==> config.mk <==
export PLATFORM = sky130hd
export DESIGN_NAME = id_stage
export DESIGN_NICKNAME = d
export VERILOG_FILES = /design/src/logic/id_pipe_pkg.sv /design/src/logic/mips_isa_pkg.sv /design/src/logic/branch_unit.sv /design/src/logic/id_stage.sv /design/src/logic/inst_decoder.sv /design/src/logic/issue_reg.sv /design/src/logic/operand_mux.sv /design/src/logic/reg_file.sv
export VERILOG_INCLUDE_DIRS = /design/src /design/src/logic
export SDC_FILE = /design/constraint.sdc
export NUM_CORES = 2
export LEC_CHECK = 0
export ABC_AREA = 1
export BUFFER_PORTS_ARGS = -buffer_cell sky130_fd_sc_hd__clkbuf_2
export CAP_MARGIN = 25
export CORE_ASPECT_RATIO = 1.5
export CORE_MARGIN = 3
export CORE_UTILIZATION = 35
export CTS_CLUSTER_DIAMETER = 40
export DETAILED_ROUTE_END_ITERATION = 6
export SLEW_MARGIN = 20
export SYNTH_ARGS = -nofsm -noshare
export SYNTH_HDL_FRONTEND = slang
export SYNTH_SLANG_ARGS = --single-unit
export TNS_END_PERCENT = 50
==> constraint.sdc <==
create_clock -name clk_i -period 3.4 [get_ports clk_i]
set_input_delay 0.51 -clock clk_i [delete_from_list [all_inputs] [get_ports clk_i]]
set_output_delay 0.51 -clock clk_i [all_outputs]
set_load 0.05 [all_outputs]
==> src/logic/id_settings.svh <==
`ifndef ID_SETTINGS_SVH
`define ID_SETTINGS_SVH

// data path and address width
`define ID_XLEN 32

// register file geometry
`define ID_REG_AW 5
`define ID_NREGS 32

`define ID_LINK_REG 31 // jal destination

// 16-bit immediate and 26-bit jump index
`define ID_IMM_W 16
`define ID_JIDX_W 26

`endif

==> src/logic/id_pipe_pkg.sv <==
`default_nettype none

`include "id_settings.svh"

package id_pipe_pkg;

	typedef enum logic [4:0] {
		ALU_NOP = 5'd0,
		ALU_OR, ALU_AND, ALU_XOR, ALU_NOR,
		ALU_SLL, ALU_SRL, ALU_SRA,
		ALU_SLT, ALU_SLTU, ALU_ADD, ALU_ADDU, ALU_SUB, ALU_SUBU, ALU_ADDI, ALU_ADDIU,
		ALU_J, ALU_JAL, ALU_JR, ALU_JALR,
		ALU_BEQ, ALU_BNE, ALU_BGTZ, ALU_BLEZ
	} alu_op_e;

	typedef enum logic [2:0] {
		SEL_NOP = 3'd0,
		SEL_LOGIC,
		SEL_SHIFT,
		SEL_ARITH,
		SEL_JUMP
	} alu_sel_e;

	typedef enum logic [2:0] {
		BR_NONE = 3'd0,
		BR_BEQ,
		BR_BNE,
		BR_BGTZ,
		BR_BLEZ,
		BR_JUMP_IMM,
		BR_JUMP_REG
	} br_kind_e;

	typedef struct packed {
		logic [`ID_XLEN-1:0] pc;
		logic [`ID_XLEN-1:0] inst;
	} fetch_t;

	// execute / memory forward and write-back port
	typedef struct packed {
		logic                  we;
		logic [`ID_REG_AW-1:0] addr;
		logic [`ID_XLEN-1:0]   data;
	} reg_wr_t;

	typedef struct packed {
		alu_op_e               aluop;
		alu_sel_e              alusel;
		br_kind_e              br_kind;
		logic [`ID_REG_AW-1:0] rs;
		logic [`ID_REG_AW-1:0] rt;
		logic [`ID_REG_AW-1:0] rd_w;
		logic                  wreg;
		logic                  rs_read;
		logic                  rt_read;
		logic                  link;
		logic [`ID_XLEN-1:0]   imm; // operand immediate, or branch displacement
	} dec_t;

	typedef struct packed {
		alu_op_e               aluop;
		alu_sel_e              alusel;
		logic [`ID_XLEN-1:0]   reg1;
		logic [`ID_XLEN-1:0]   reg2;
		logic [`ID_REG_AW-1:0] wd;
		logic                  wreg;
		logic [`ID_XLEN-1:0]   link_addr;
		logic                  in_delayslot;
	} issue_t;

	typedef struct packed {
		logic [`ID_XLEN-1:0] target;
	} redirect_t;

endpackage

`default_nettype wire

==> src/logic/mips_isa_pkg.sv <==
`default_nettype none

package mips_isa_pkg;

	// major opcode, inst[31:26]
	typedef enum logic [5:0] {
		OP_SPECIAL = 6'b000000,
		OP_J       = 6'b000010,
		OP_JAL     = 6'b000011,
		OP_BEQ     = 6'b000100,
		OP_BNE     = 6'b000101,
		OP_BLEZ    = 6'b000110,
		OP_BGTZ    = 6'b000111,
		OP_ADDI    = 6'b001000,
		OP_ADDIU   = 6'b001001,
		OP_SLTI    = 6'b001010,
		OP_SLTIU   = 6'b001011,
		OP_ANDI    = 6'b001100,
		OP_ORI     = 6'b001101,
		OP_XORI    = 6'b001110,
		OP_LUI     = 6'b001111
	} major_op_e;

	// special function code, inst[5:0]
	typedef enum logic [5:0] {
		FN_SLL  = 6'b000000,
		FN_SRL  = 6'b000010,
		FN_SRA  = 6'b000011,
		FN_SLLV = 6'b000100,
		FN_SRLV = 6'b000110,
		FN_SRAV = 6'b000111,
		FN_JR   = 6'b001000,
		FN_JALR = 6'b001001,
		FN_ADD  = 6'b100000,
		FN_ADDU = 6'b100001,
		FN_SUB  = 6'b100010,
		FN_SUBU = 6'b100011,
		FN_AND  = 6'b100100,
		FN_OR   = 6'b100101,
		FN_XOR  = 6'b100110,
		FN_NOR  = 6'b100111,
		FN_SLT  = 6'b101010,
		FN_SLTU = 6'b101011
	} funct_e;

endpackage

`default_nettype wire

==> src/logic/branch_unit.sv <==
`timescale 1ns/1ps
`default_nettype none

`include "id_settings.svh"

module branch_unit import id_pipe_pkg::*; (
	input  wire dec_t           dec_i,
	input  wire [`ID_XLEN-1:0]  pc_i,
	input  wire [`ID_XLEN-1:0]  reg1_i,
	input  wire [`ID_XLEN-1:0]  reg2_i,
	output logic                taken_o,
	output logic [`ID_XLEN-1:0] target_o,
	output logic [`ID_XLEN-1:0] link_addr_o
);

	logic [`ID_XLEN-1:0] pc_plus_4;
	logic [`ID_XLEN-1:0] pc_plus_8;
	logic [`ID_XLEN-1:0] br_target;
	logic                reg1_zero;

	assign pc_plus_4 = pc_i + `ID_XLEN'd4;
	assign pc_plus_8 = pc_i + `ID_XLEN'd8;
	assign br_target = pc_plus_4 + dec_i.imm; // imm holds offset << 2
	assign reg1_zero = (reg1_i == '0);

	always_comb begin
		taken_o = 1'b0;
		target_o = '0;
		case (dec_i.br_kind)
			BR_BEQ: taken_o = (reg1_i == reg2_i);
			BR_BNE: taken_o = (reg1_i != reg2_i);
			BR_BGTZ: taken_o = !reg1_i[`ID_XLEN-1] && !reg1_zero;
			BR_BLEZ: taken_o = reg1_i[`ID_XLEN-1] || reg1_zero;
			BR_JUMP_IMM, BR_JUMP_REG: taken_o = 1'b1;
			default: taken_o = 1'b0;
		endcase
		if (taken_o) begin
			case (dec_i.br_kind)
				BR_JUMP_IMM: target_o = {pc_plus_4[`ID_XLEN-1:28], dec_i.imm[27:0]}; // same 256MB region
				BR_JUMP_REG: target_o = reg1_i;
				default: target_o = br_target;
			endcase
		end
	end

	// jal / jalr return past the delay slot
	assign link_addr_o = dec_i.link ? pc_plus_8 : '0;

endmodule

`default_nettype wire

==> src/logic/id_stage.sv <==
`timescale 1ns/1ps
`default_nettype none

`include "id_settings.svh"

module id_stage import id_pipe_pkg::*; (
	input  wire         clk_i,
	input  wire         arst_n_i,
	input  wire fetch_t fetch_i,
	input  wire         fetch_valid_i,
	output logic        fetch_ready_o,
	output issue_t      issue_o,
	output logic        issue_valid_o,
	input  wire         issue_ready_i,
	output redirect_t   redirect_o,
	output logic        redirect_valid_o,
	input  wire reg_wr_t ex_fwd_i,
	input  wire reg_wr_t mem_fwd_i,
	input  wire reg_wr_t wb_i
);

	dec_t                dec;
	issue_t              issue_d;
	logic [`ID_XLEN-1:0] rd_data_a;
	logic [`ID_XLEN-1:0] rd_data_b;
	logic [`ID_XLEN-1:0] reg1;
	logic [`ID_XLEN-1:0] reg2;
	logic [`ID_XLEN-1:0] target;
	logic [`ID_XLEN-1:0] link_addr;
	logic                taken;
	logic                ready;
	logic                fire;

	assign fire = fetch_valid_i && ready;
	assign fetch_ready_o = ready;

	assign issue_d = '{aluop: dec.aluop, alusel: dec.alusel, reg1: reg1, reg2: reg2,
		wd: dec.rd_w, wreg: dec.wreg, link_addr: link_addr, in_delayslot: 1'b0};

	reg_file u_reg_file (.clk_i(clk_i), .arst_n_i(arst_n_i), .wr_i(wb_i),
		.rd_addr_a_i(dec.rs), .rd_addr_b_i(dec.rt),
		.rd_data_a_o(rd_data_a), .rd_data_b_o(rd_data_b));

	inst_decoder u_inst_decoder (.inst_i(fetch_i.inst), .dec_o(dec));

	operand_mux u_operand_mux (.dec_i(dec), .rd_data_a_i(rd_data_a), .rd_data_b_i(rd_data_b),
		.ex_fwd_i(ex_fwd_i), .mem_fwd_i(mem_fwd_i), .reg1_o(reg1), .reg2_o(reg2));

	branch_unit u_branch_unit (.dec_i(dec), .pc_i(fetch_i.pc), .reg1_i(reg1), .reg2_i(reg2),
		.taken_o(taken), .target_o(target), .link_addr_o(link_addr));

	issue_reg u_issue_reg (.clk_i(clk_i), .arst_n_i(arst_n_i), .fire_i(fire),
		.issue_d_i(issue_d), .taken_i(taken), .target_i(target),
		.issue_ready_i(issue_ready_i), .issue_o(issue_o), .issue_valid_o(issue_valid_o),
		.redirect_o(redirect_o), .redirect_valid_o(redirect_valid_o), .ready_o(ready));

endmodule

`default_nettype wire

==> src/logic/inst_decoder.sv <==
`timescale 1ns/1ps
`default_nettype none

`include "id_settings.svh"

module inst_decoder import mips_isa_pkg::*, id_pipe_pkg::*; (
	input  wire [`ID_XLEN-1:0] inst_i,
	output dec_t               dec_o
);

	major_op_e                op;
	funct_e                   fn;
	logic [`ID_IMM_W-1:0]     imm16;
	logic [`ID_XLEN-1:0]      imm_sext;
	logic [`ID_XLEN-1:0]      br_disp;

	assign op = major_op_e'(inst_i[31:26]);
	assign fn = funct_e'(inst_i[5:0]);
	assign imm16 = inst_i[`ID_IMM_W-1:0];
	assign imm_sext = {{(`ID_XLEN-`ID_IMM_W){imm16[`ID_IMM_W-1]}}, imm16};
	assign br_disp = {imm_sext[`ID_XLEN-3:0], 2'b00}; // offset in words

	function automatic alu_op_e funct_op(input funct_e f);
		case (f)
			FN_AND: funct_op = ALU_AND;
			FN_OR: funct_op = ALU_OR;
			FN_XOR: funct_op = ALU_XOR;
			FN_NOR: funct_op = ALU_NOR;
			FN_SLL, FN_SLLV: funct_op = ALU_SLL;
			FN_SRL, FN_SRLV: funct_op = ALU_SRL;
			FN_SRA, FN_SRAV: funct_op = ALU_SRA;
			FN_ADD: funct_op = ALU_ADD;
			FN_ADDU: funct_op = ALU_ADDU;
			FN_SUB: funct_op = ALU_SUB;
			FN_SUBU: funct_op = ALU_SUBU;
			FN_SLT: funct_op = ALU_SLT;
			FN_SLTU: funct_op = ALU_SLTU;
			FN_JR: funct_op = ALU_JR;
			FN_JALR: funct_op = ALU_JALR;
			default: funct_op = ALU_NOP;
		endcase
	endfunction

	function automatic alu_sel_e funct_sel(input funct_e f);
		case (f)
			FN_AND, FN_OR, FN_XOR, FN_NOR: funct_sel = SEL_LOGIC;
			FN_SLL, FN_SRL, FN_SRA, FN_SLLV, FN_SRLV, FN_SRAV: funct_sel = SEL_SHIFT;
			FN_ADD, FN_ADDU, FN_SUB, FN_SUBU, FN_SLT, FN_SLTU: funct_sel = SEL_ARITH;
			FN_JR, FN_JALR: funct_sel = SEL_JUMP;
			default: funct_sel = SEL_NOP;
		endcase
	endfunction

	always_comb begin
		dec_o = '0; // nop record
		dec_o.rs = inst_i[25:21];
		dec_o.rt = inst_i[20:16];
		dec_o.rd_w = inst_i[15:11];
		case (op)
			OP_SPECIAL: begin
				dec_o.aluop = funct_op(fn);
				dec_o.alusel = funct_sel(fn);
				dec_o.rs_read = (dec_o.aluop != ALU_NOP);
				dec_o.rt_read = (dec_o.aluop != ALU_NOP) && (dec_o.alusel != SEL_JUMP);
				dec_o.wreg = (dec_o.aluop != ALU_NOP) && (fn != FN_JR);
				case (fn)
					FN_SLL, FN_SRL, FN_SRA: begin
						dec_o.rs_read = 1'b0; // shamt goes on reg1
						dec_o.imm = {{(`ID_XLEN-5){1'b0}}, inst_i[10:6]};
					end
					FN_JR: dec_o.br_kind = BR_JUMP_REG;
					FN_JALR: begin
						dec_o.br_kind = BR_JUMP_REG;
						dec_o.link = 1'b1;
					end
					default: ;
				endcase
			end
			OP_ORI, OP_ANDI, OP_XORI, OP_LUI, OP_ADDI, OP_ADDIU, OP_SLTI, OP_SLTIU: begin
				dec_o.rs_read = 1'b1;
				dec_o.wreg = 1'b1;
				dec_o.rd_w = inst_i[20:16];
				dec_o.alusel = SEL_ARITH;
				dec_o.imm = imm_sext;
				case (op)
					OP_ORI, OP_LUI: dec_o.aluop = ALU_OR;
					OP_ANDI: dec_o.aluop = ALU_AND;
					OP_XORI: dec_o.aluop = ALU_XOR;
					OP_ADDI: dec_o.aluop = ALU_ADDI;
					OP_ADDIU: dec_o.aluop = ALU_ADDIU;
					OP_SLTI: dec_o.aluop = ALU_SLT;
					default: dec_o.aluop = ALU_SLTU;
				endcase
				if (op == OP_LUI) begin
					dec_o.alusel = SEL_LOGIC;
					dec_o.imm = {imm16, {(`ID_XLEN-`ID_IMM_W){1'b0}}};
				end else if (op inside {OP_ORI, OP_ANDI, OP_XORI}) begin
					dec_o.alusel = SEL_LOGIC;
					dec_o.imm = {{(`ID_XLEN-`ID_IMM_W){1'b0}}, imm16};
				end
			end
			OP_BEQ, OP_BNE, OP_BGTZ, OP_BLEZ: begin
				dec_o.alusel = SEL_JUMP;
				dec_o.rs_read = 1'b1;
				dec_o.rt_read = (op == OP_BEQ) || (op == OP_BNE);
				dec_o.imm = br_disp;
				case (op)
					OP_BEQ: {dec_o.aluop, dec_o.br_kind} = {ALU_BEQ, BR_BEQ};
					OP_BNE: {dec_o.aluop, dec_o.br_kind} = {ALU_BNE, BR_BNE};
					OP_BGTZ: {dec_o.aluop, dec_o.br_kind} = {ALU_BGTZ, BR_BGTZ};
					default: {dec_o.aluop, dec_o.br_kind} = {ALU_BLEZ, BR_BLEZ};
				endcase
			end
			OP_J, OP_JAL: begin
				dec_o.alusel = SEL_JUMP;
				dec_o.br_kind = BR_JUMP_IMM;
				dec_o.aluop = (op == OP_JAL) ? ALU_JAL : ALU_J;
				dec_o.wreg = (op == OP_JAL);
				dec_o.link = (op == OP_JAL);
				dec_o.rd_w = (op == OP_JAL) ? `ID_REG_AW'(`ID_LINK_REG) : inst_i[15:11];
				dec_o.imm = {4'b0000, inst_i[`ID_JIDX_W-1:0], 2'b00};
			end
			default: ;
		endcase
	end

endmodule

`default_nettype wire

==> src/logic/issue_reg.sv <==
`timescale 1ns/1ps
`default_nettype none

`include "id_settings.svh"

module issue_reg import id_pipe_pkg::*; (
	input  wire                 clk_i,
	input  wire                 arst_n_i,
	input  wire                 fire_i,
	input  wire issue_t         issue_d_i, // in_delayslot is filled in here
	input  wire                 taken_i,
	input  wire [`ID_XLEN-1:0]  target_i,
	input  wire                 issue_ready_i,
	output issue_t              issue_o,
	output logic                issue_valid_o,
	output redirect_t           redirect_o,
	output logic                redirect_valid_o,
	output logic                ready_o
);

	logic ds_q; // next accepted inst sits in a delay slot

	assign ready_o = !issue_valid_o || issue_ready_i;

	always_ff @(posedge clk_i or negedge arst_n_i) begin
		if (!arst_n_i) begin
			issue_o <= '0;
			issue_valid_o <= 1'b0;
			redirect_o <= '0;
			redirect_valid_o <= 1'b0;
			ds_q <= 1'b0;
		end else begin
			redirect_valid_o <= fire_i && taken_i; // single pulse
			if (fire_i) begin
				issue_o <= issue_d_i;
				issue_o.in_delayslot <= ds_q;
				issue_valid_o <= 1'b1;
				ds_q <= taken_i;
				if (taken_i)
					redirect_o.target <= target_i;
			end else if (issue_ready_i) begin
				issue_valid_o <= 1'b0;
			end
		end
	end

endmodule

`default_nettype wire

==> src/logic/operand_mux.sv <==
`timescale 1ns/1ps
`default_nettype none

`include "id_settings.svh"

module operand_mux import id_pipe_pkg::*; (
	input  wire dec_t            dec_i,
	input  wire [`ID_XLEN-1:0]   rd_data_a_i,
	input  wire [`ID_XLEN-1:0]   rd_data_b_i,
	input  wire reg_wr_t         ex_fwd_i,
	input  wire reg_wr_t         mem_fwd_i,
	output logic [`ID_XLEN-1:0]  reg1_o,
	output logic [`ID_XLEN-1:0]  reg2_o
);

	// execute beats memory beats the register file
	function automatic logic [`ID_XLEN-1:0] pick(
		input logic                  rd_en,
		input logic [`ID_REG_AW-1:0] addr,
		input logic [`ID_XLEN-1:0]   file_data,
		input logic [`ID_XLEN-1:0]   imm,
		input reg_wr_t               ex,
		input reg_wr_t               mem
	);
		if (!rd_en)
			pick = imm;
		else if (ex.we && ex.addr == addr)
			pick = ex.data;
		else if (mem.we && mem.addr == addr)
			pick = mem.data;
		else
			pick = file_data;
	endfunction

	assign reg1_o = pick(dec_i.rs_read, dec_i.rs, rd_data_a_i, dec_i.imm, ex_fwd_i, mem_fwd_i);
	assign reg2_o = pick(dec_i.rt_read, dec_i.rt, rd_data_b_i, dec_i.imm, ex_fwd_i, mem_fwd_i);

endmodule

`default_nettype wire

==> src/logic/reg_file.sv <==
`timescale 1ns/1ps
`default_nettype none

`include "id_settings.svh"

module reg_file import id_pipe_pkg::*; (
	input  wire                  clk_i,
	input  wire                  arst_n_i,
	input  wire reg_wr_t         wr_i,
	input  wire [`ID_REG_AW-1:0] rd_addr_a_i,
	input  wire [`ID_REG_AW-1:0] rd_addr_b_i,
	output logic [`ID_XLEN-1:0]  rd_data_a_o,
	output logic [`ID_XLEN-1:0]  rd_data_b_o
);

	logic [`ID_XLEN-1:0] regs [`ID_NREGS];
	logic                wr_en;

	assign wr_en = wr_i.we && (wr_i.addr != '0); // r0 is hardwired

	always_ff @(posedge clk_i or negedge arst_n_i) begin
		if (!arst_n_i) begin
			for (int i = 0; i < `ID_NREGS; i++) begin
				regs[i] <= '0;
			end
		end else if (wr_en) begin
			regs[wr_i.addr] <= wr_i.data;
		end
	end

	// same-cycle write goes straight to the read port
	assign rd_data_a_o = (rd_addr_a_i == '0) ? '0 :
		(wr_en && wr_i.addr == rd_addr_a_i) ? wr_i.data : regs[rd_addr_a_i];
	assign rd_data_b_o = (rd_addr_b_i == '0) ? '0 :
		(wr_en && wr_i.addr == rd_addr_b_i) ? wr_i.data : regs[rd_addr_b_i];

endmodule

`default_nettype wire

Word-level counts from Yosys, hierarchy flattened
Memories as Yosys holds them, arrays and structs flattened.
Cells that the tools add are included.
Storage, ports and cells
  flip-flop bits (word level): 1170
  ROM bits: 512
  bits of input ports: 182
  output and inout bits: 146
  word-level logic and storage cells: 174
  memories kept: 2
Operators by class
  $add $sub $neg: 3
  $lt $le $gt $ge: 4
  equality and inequality tests: 34
  multiplexer cells: 47
  bitwise gates (word level): 3
  reductions and logical operators: 37
Memory list
  (no name shown): depth 64, bits a word 5, rd ports 1, clocked after memory_dff 0, write ports 0, line inst_decoder.sv:24  | case (f)
  (no name shown): depth 64, bits a word 3, rd ports 1, clocked after memory_dff 0, write ports 0, line inst_decoder.sv:45  | case (f)
Operators by type and width (number)
  $bwmux 1024: 1
  $mux 32: 18
  $bmux 32 s5: 2
  $demux 32 s5: 1
  $pmux 32 s4: 1
  $pmux 32 s2: 1
  $eq 6x4->1 const B: 10
  $add 32x3->32 const B: 1
  $add 32x32->32: 1
  $add 32x4->32 const B: 1
  $eq 32x32->1: 1
  $logic_not 32->1: 1
  $ne 32x32->1: 1
  $pmux 8 s4: 1
  $eq 5x5->1: 6
  $eq 6x2->1 const B: 4
  $eq 6x3->1 const B: 4
  $pmux 4 s6: 1
  $ge 6x6->1 const B: 3
  $not 5->6: 3
  $pmux 3 s3: 2
  $mux 5: 3
  $logic_and 1x1->1: 13
  $logic_not 6->1: 2
  other kinds (26): 46

Longest topological paths before layout
  depth after elaboration: 14
  depth in mapped cells: 33
  gate-level depth less buffers: 31

By module
A second synthesis with hierarchy kept.
Unflattened totals
  cells, all modules: 11100
  area total of the unflattened synthesis: 73214.0 um^2
Modules (own cells, without submodules)
  reg_file: times used 1, cells an instance 8482, area each 58178.3 um^2, sequential area each 25624.6 um^2
  issue_reg: times used 1, cells an instance 618, area each 5574.1 um^2, sequential area each 3653.5 um^2
  branch_unit: times used 1, cells an instance 1093, area each 5268.8 um^2, sequential area each 0.0 um^2
  operand_mux: times used 1, cells an instance 664, area each 2932.8 um^2, sequential area each 0.0 um^2
  inst_decoder: times used 1, cells an instance 240, area each 1248.7 um^2, sequential area each 0.0 um^2
  id_stage: times used 1, cells an instance 3, area each 11.3 um^2, sequential area each 0.0 um^2

Worst setup path after synthesis
No wires, ideal clock.
  path kind: input-to-reg
  start point: in fetch_i[0] in the netlist's numbering
  end point: reg u_issue_reg.redirect_o[26] (netlist name)
  setup time: 66 ps
  data arrival time: 3975 ps
  required time: 3334 ps
  slack: -641 ps
  cell stages on the path: 31
  path buffers: 0
  cell sequence: inv_1 > ha_1 > inv_1 > nand2_1 > nand4_1 > nor2_1 > inv_1 > nor2_1 > inv_1 > nand2_1 > ha_1 > inv_1 > fa_1 > o21ai_0 > nand2_1 > nand3_1 > nand2_1 > nand2_1 > a21boi_0 > o21ai_0 > nand2_1 > nand2_1 > nand2_1 > o21ai_0 > nand3_1 > nand2_1 > or2_2 > nand3_1 > nand2_1 > nand3_1 > nand2_1
Between the ends
  cells in the longest elaborated chain, start to end: 11
  elaborated cells on any way between the ends: 43
  those cells by class: add/sub: 1; eq/ne: 13; mux: 15; reduce/logical: 12; memory: 2
Ends and longest elaborated chain
  from (decl): line id_stage.sv:9  | input wire fetch_t fetch_i,
  $mem_v2 64x5
  $mux 5: line inst_decoder.sv:59  | case (op)
  $reduce_bool 5->1: line inst_decoder.sv:63, inst_decoder.sv:64
  $mux 1: line inst_decoder.sv:66  | case (fn)
  $pmux 1 s2: line inst_decoder.sv:59
  $mux 32: line operand_mux.sv:25  | if (!rd_en)
  $logic_not 32->1: line branch_unit.sv:24  | assign reg1_zero = (reg1_i == '0);
  $logic_not 1->1: line branch_unit.sv:32  | BR_BGTZ: taken_o = !reg1_i[`ID_XLEN-1] && !reg1_zero;
  $logic_and 1x1->1: line branch_unit.sv:32
  $pmux 1 s5: line branch_unit.sv:29  | case (dec_i.br_kind)
  $reduce_and 2->1 (no source line)
Parallel ways exist; a longest one is shown, timed or not. The select of a mux whose other input is x is not followed.
A chain may end at the register's enable or synchronous reset.

Worst setup path after layout
  start point: reg u_reg_file.regs[833] in the netlist's numbering
  end point: reg u_issue_reg.redirect_o[11] (netlist name)
Between the ends
  cells in the longest elaborated chain, start to end: 13
  elaborated cells on any way between the ends: 24
  those cells by class: eq/ne: 2; mux: 17; reduce/logical: 5
Ends and longest elaborated chain
  from (decl): line reg_file.sv:16  | logic [`ID_XLEN-1:0] regs [`ID_NREGS];
  from (signal, indexed assignment): line reg_file.sv:27  | regs[wr_i.addr] <= wr_i.data;
  $bmux 32 s5: line reg_file.sv:33  | (wr_en && wr_i.addr == rd_addr_a_i) ? wr_i.data : regs[rd_addr_a_i];
  $mux 32 (not written as such) (2 in series): line reg_file.sv:33
  $mux 32: line reg_file.sv:33
  $mux 32: line reg_file.sv:32  | assign rd_data_a_o = (rd_addr_a_i == '0) ? '0 :
  $mux 32: line operand_mux.sv:29  | else if (mem.we && mem.addr == addr)
  $mux 32: line operand_mux.sv:27  | else if (ex.we && ex.addr == addr)
  $mux 32: line operand_mux.sv:25
  $logic_not 32->1: line branch_unit.sv:24
  $logic_not 1->1: line branch_unit.sv:32
  $logic_and 1x1->1: line branch_unit.sv:32
  $pmux 1 s5 *: line branch_unit.sv:29
  $reduce_and 2->1 (no source line) *
Mark *: on every way between the ends. The rest lies on a longest branch, timed or not. The select of a mux whose other input is x is not followed.

==> metrics.md <==
| Metric | Value |
|---|---|
| Outcome | finished with violations |
| Failing checks | negative setup slack |
| Clock transition at path regs | 0.06 ns |
| Number of global-route vias before repair | 75500 |
| DP Wirelength | 257 mm |
| Cells after Synth | 10400 |
| Wire per inst | 26.0 µm |
| Clk Latency, worst-skew pair | 0.86 ns |
| Worst VDD drop | 0.000377 V |
| Antenna violations before repair | 47 |
| FMAX | 286 MHz |
| Starting Density | 35.2% |
| DRT Pass-1 Iters | 6 |
| # setup viols final | 34 |
| Critical path class | reg -> reg |
| WHS | 0.0217 ns |
| Post-Synthesis Cell Area | 70400 µm² |
| Chip height | 555 µm |
| Asr flop ratio synth | 100% |
| CP endpoint kind | flip-flop |
| Slew HR | 28.9% |
| Seq/Total Area, Yosys | 41.5% |
| Synth-to-layout area growth | 28.9% |
| Most frequent cell on the critical path | nand2_1 |
| Buf/Inv on CP | 4 |
| Most common cell after layout, fill and taps aside | nand2_1 |
| Clk root buf | clkbuf_16 |
| Port bufs | 327 |
| Hold crit path type | in -> reg |
| DR iter-0 viols | 10100 |
| Routability cong. | 1.10 |
| Syn avg cell area | 6.75 µm² |
| Final period utilization | 103% |
| Final wirelength | 369 mm |
| Measured slew at the worst slew-check pin | 1.05 ns |
| Top cell family by delay on the critical path | simple AND/OR/NAND/NOR gates |
| Synthesized flop and latch total | 1169 |
| Critical Path Max Stage Delay | 0.38 ns |
| CTS tree | yes |
| Via count | 80000 |
| Max Buffers Root-to-Sink | 4 |
| Final setup margin | -0.0940 ns |
| Gr usage total | 34.5% |
| Core Rows | 201 |
| Largest net degree at the start of global routing | 165 |
| Syn nets | 10700 |
| Max Slew Vio Count | 0 |
| Cell with the largest stage delay on the worst path | dfrtp_1 |
| Min cycle time layout | 3.49 ns |
| Final #Nets | 11600 |
| RSZ-0062 raised after global routing | true |
| Via density | 5.65 |
| Startpoint types | flip-flop |
| Static Leak | 44.5 nW |
| Antenna viol nets, final | 0 |
| Setup Slack @ Placement | -1.35 ns |
| Synth Flop Type | dfrtp_1 |
| Global-route wire length before repair | 524 mm |
| Core Region | 200000 µm² |
| Max_cap viols | 0 |
| Unique cell type count in the Yosys netlist | 57 |
| Fillers | 20200 |
| Ys Warns | 0 |
| Die area | 207000 µm² |
| Post-synth EDFFs | 0 |
| Pwr dens | 513 nW/µm² |
| I/O pin cnt | 328 |
| Proportion of layout cells with a drive suffix above 1 | 19.2% |
| Clock net sink count | 1169 |
| Die Wd | 372 µm |
| Leading cell types in the layout, fill and taps excluded | nand2_1 (3433), o21ai_0 (1521), dfrtp_1 (1169) |
| Final Hold Fails | 0 |
| Post-route DRC | 0 |
| Worst EP required | 4.16 ns |
| Total CTS buffers | 154 |
| Crit path DAT | 4.26 ns |
| GR Overflow Total | 0 |
| CP max FO | 6 |
| Clock Skew | 0.0532 ns |
| CTS H-Tree Depth | 4 |
-- per-stage QoR --
step                      cell area (µm²)  util [%]  instances  power, mW  setup TNS [ns]
after detailed placement            84000      42.0      13800       29.5          -43.60
after CTS                           89500      44.8      14100       46.2          -0.206
after floorplan                     70700         -      10400       24.5          -0.151
final                               90800      45.4      14200       46.6           -1.89
after global placement              84000      42.0      13800       29.2          -44.33
after global routing                90700      45.4      14100       48.6           -5.44
-- flip-flops by register name, indices dropped and copies added (netlist names) --
name / count
u_reg_file.regs: 1024
u_issue_reg.issue_o: 110
u_issue_reg.redirect_o: 32
u_issue_reg.ds_q: 1
u_issue_reg.issue_valid_o: 1
u_issue_reg.redirect_valid_o: 1
-- synthesized netlist by cell type, drive strengths merged (19+ instances only) --
cell    instances  share of area, %
inv           677               3.6
or2            58              0.52
nor3           35              0.26
nand3         810               5.8
ha             38              0.67
dfrtp        1169                42
nand2        3549                19
clkbuf        442               2.4
o21ai        1548                11
buf           355               2.6
xor2           45              0.56
nor2          817               4.4
o221ai         20              0.25
a21oi         488               3.5
o211ai        258               2.7
xnor2          19              0.24
o22ai          21              0.20
-- final timing paths --
kind | from | end | slack, ns | cells after the start
setup / recovery | u_reg_file.regs[833] | u_issue_reg.redirect_o[11] | -0.09 | 26
hold / removal | wb_i[24] | u_reg_file.regs[88] | 0.02 | 3
setup reg to reg | u_reg_file.regs[833] | u_issue_reg.redirect_o[11] | -0.09 | 26
hold reg to reg | u_reg_file.regs[1020] | u_reg_file.regs[1020] | 0.38 | 0
max in group asynchronous | arst_n_i | u_reg_file.regs[337] | 1.91 | 3
min in group asynchronous | arst_n_i | u_reg_file.regs[580] | 0.26 | 2
-- worst min-delay path: stages --
cell	delay, ns
clkbuf_2	0.18
nand2_1	0.07
o21ai_0	0.06
-- cell type report --
type / instances / area (µm²) / share of cell area, %
Antenna cell: 42 / 105 / 0.116
Timing Repair Buffer: 1591 / 14000 / 15.4
Clock inverter: 72 / 812 / 0.894
Inverter: 688 / 2650 / 2.92
Sequential cell: 1169 / 29300 / 32.2
Clock buffer: 195 / 4280 / 4.72
Multi-Input combinational cell: 7778 / 36400 / 40.1
Tap cell: 2639 / 3300 / 3.64
-- kinds of logic (layout without fill, tap and decap cells) --
family	after synthesis	count (layout)	share of synthesized area (%)
AOI/OAI and AO/OA	2384	2384	18.3
and+or+nand+nor	5291	5291	30.1
xor gates and xnor gates	64	64	0.796
DFF	1169	1169	41.5
adders and majority gates	39	39	0.703
other	0	42	0
buffers and inverters	1485	2546	8.59
-- layer usage --
| layer | routed length (µm) | global-route usage (%) |
|---|---|---|
| met5 | 176 | 0 |
| met1 | 128000 | 39.0 |
| met3 | 38800 | 9.23 |
| met2 | 165000 | 54.0 |
| met4 | 37400 | 28.9 |
-- power by group --
part           switching (mW)  total, mW  leakage [nW]  internal (mW)
logic                    7.58       11.7          27.1           4.12
registers                1.77       18.2          15.0           16.4
clock network            6.93       16.7          2.48           9.78
total                    16.3       46.6          44.5           30.3
-- timing repair --
item	4_1_cts	5_1_grt
setup buffers	8	33
cloned	1	9
endpoints found under the hold margin	38	0
hold buffers	3	0
pin swaps	23	90
resized for setup	72	212
endpoints found under the setup margin	34	34
Note: power is estimated with default switching activity, not from simulation.
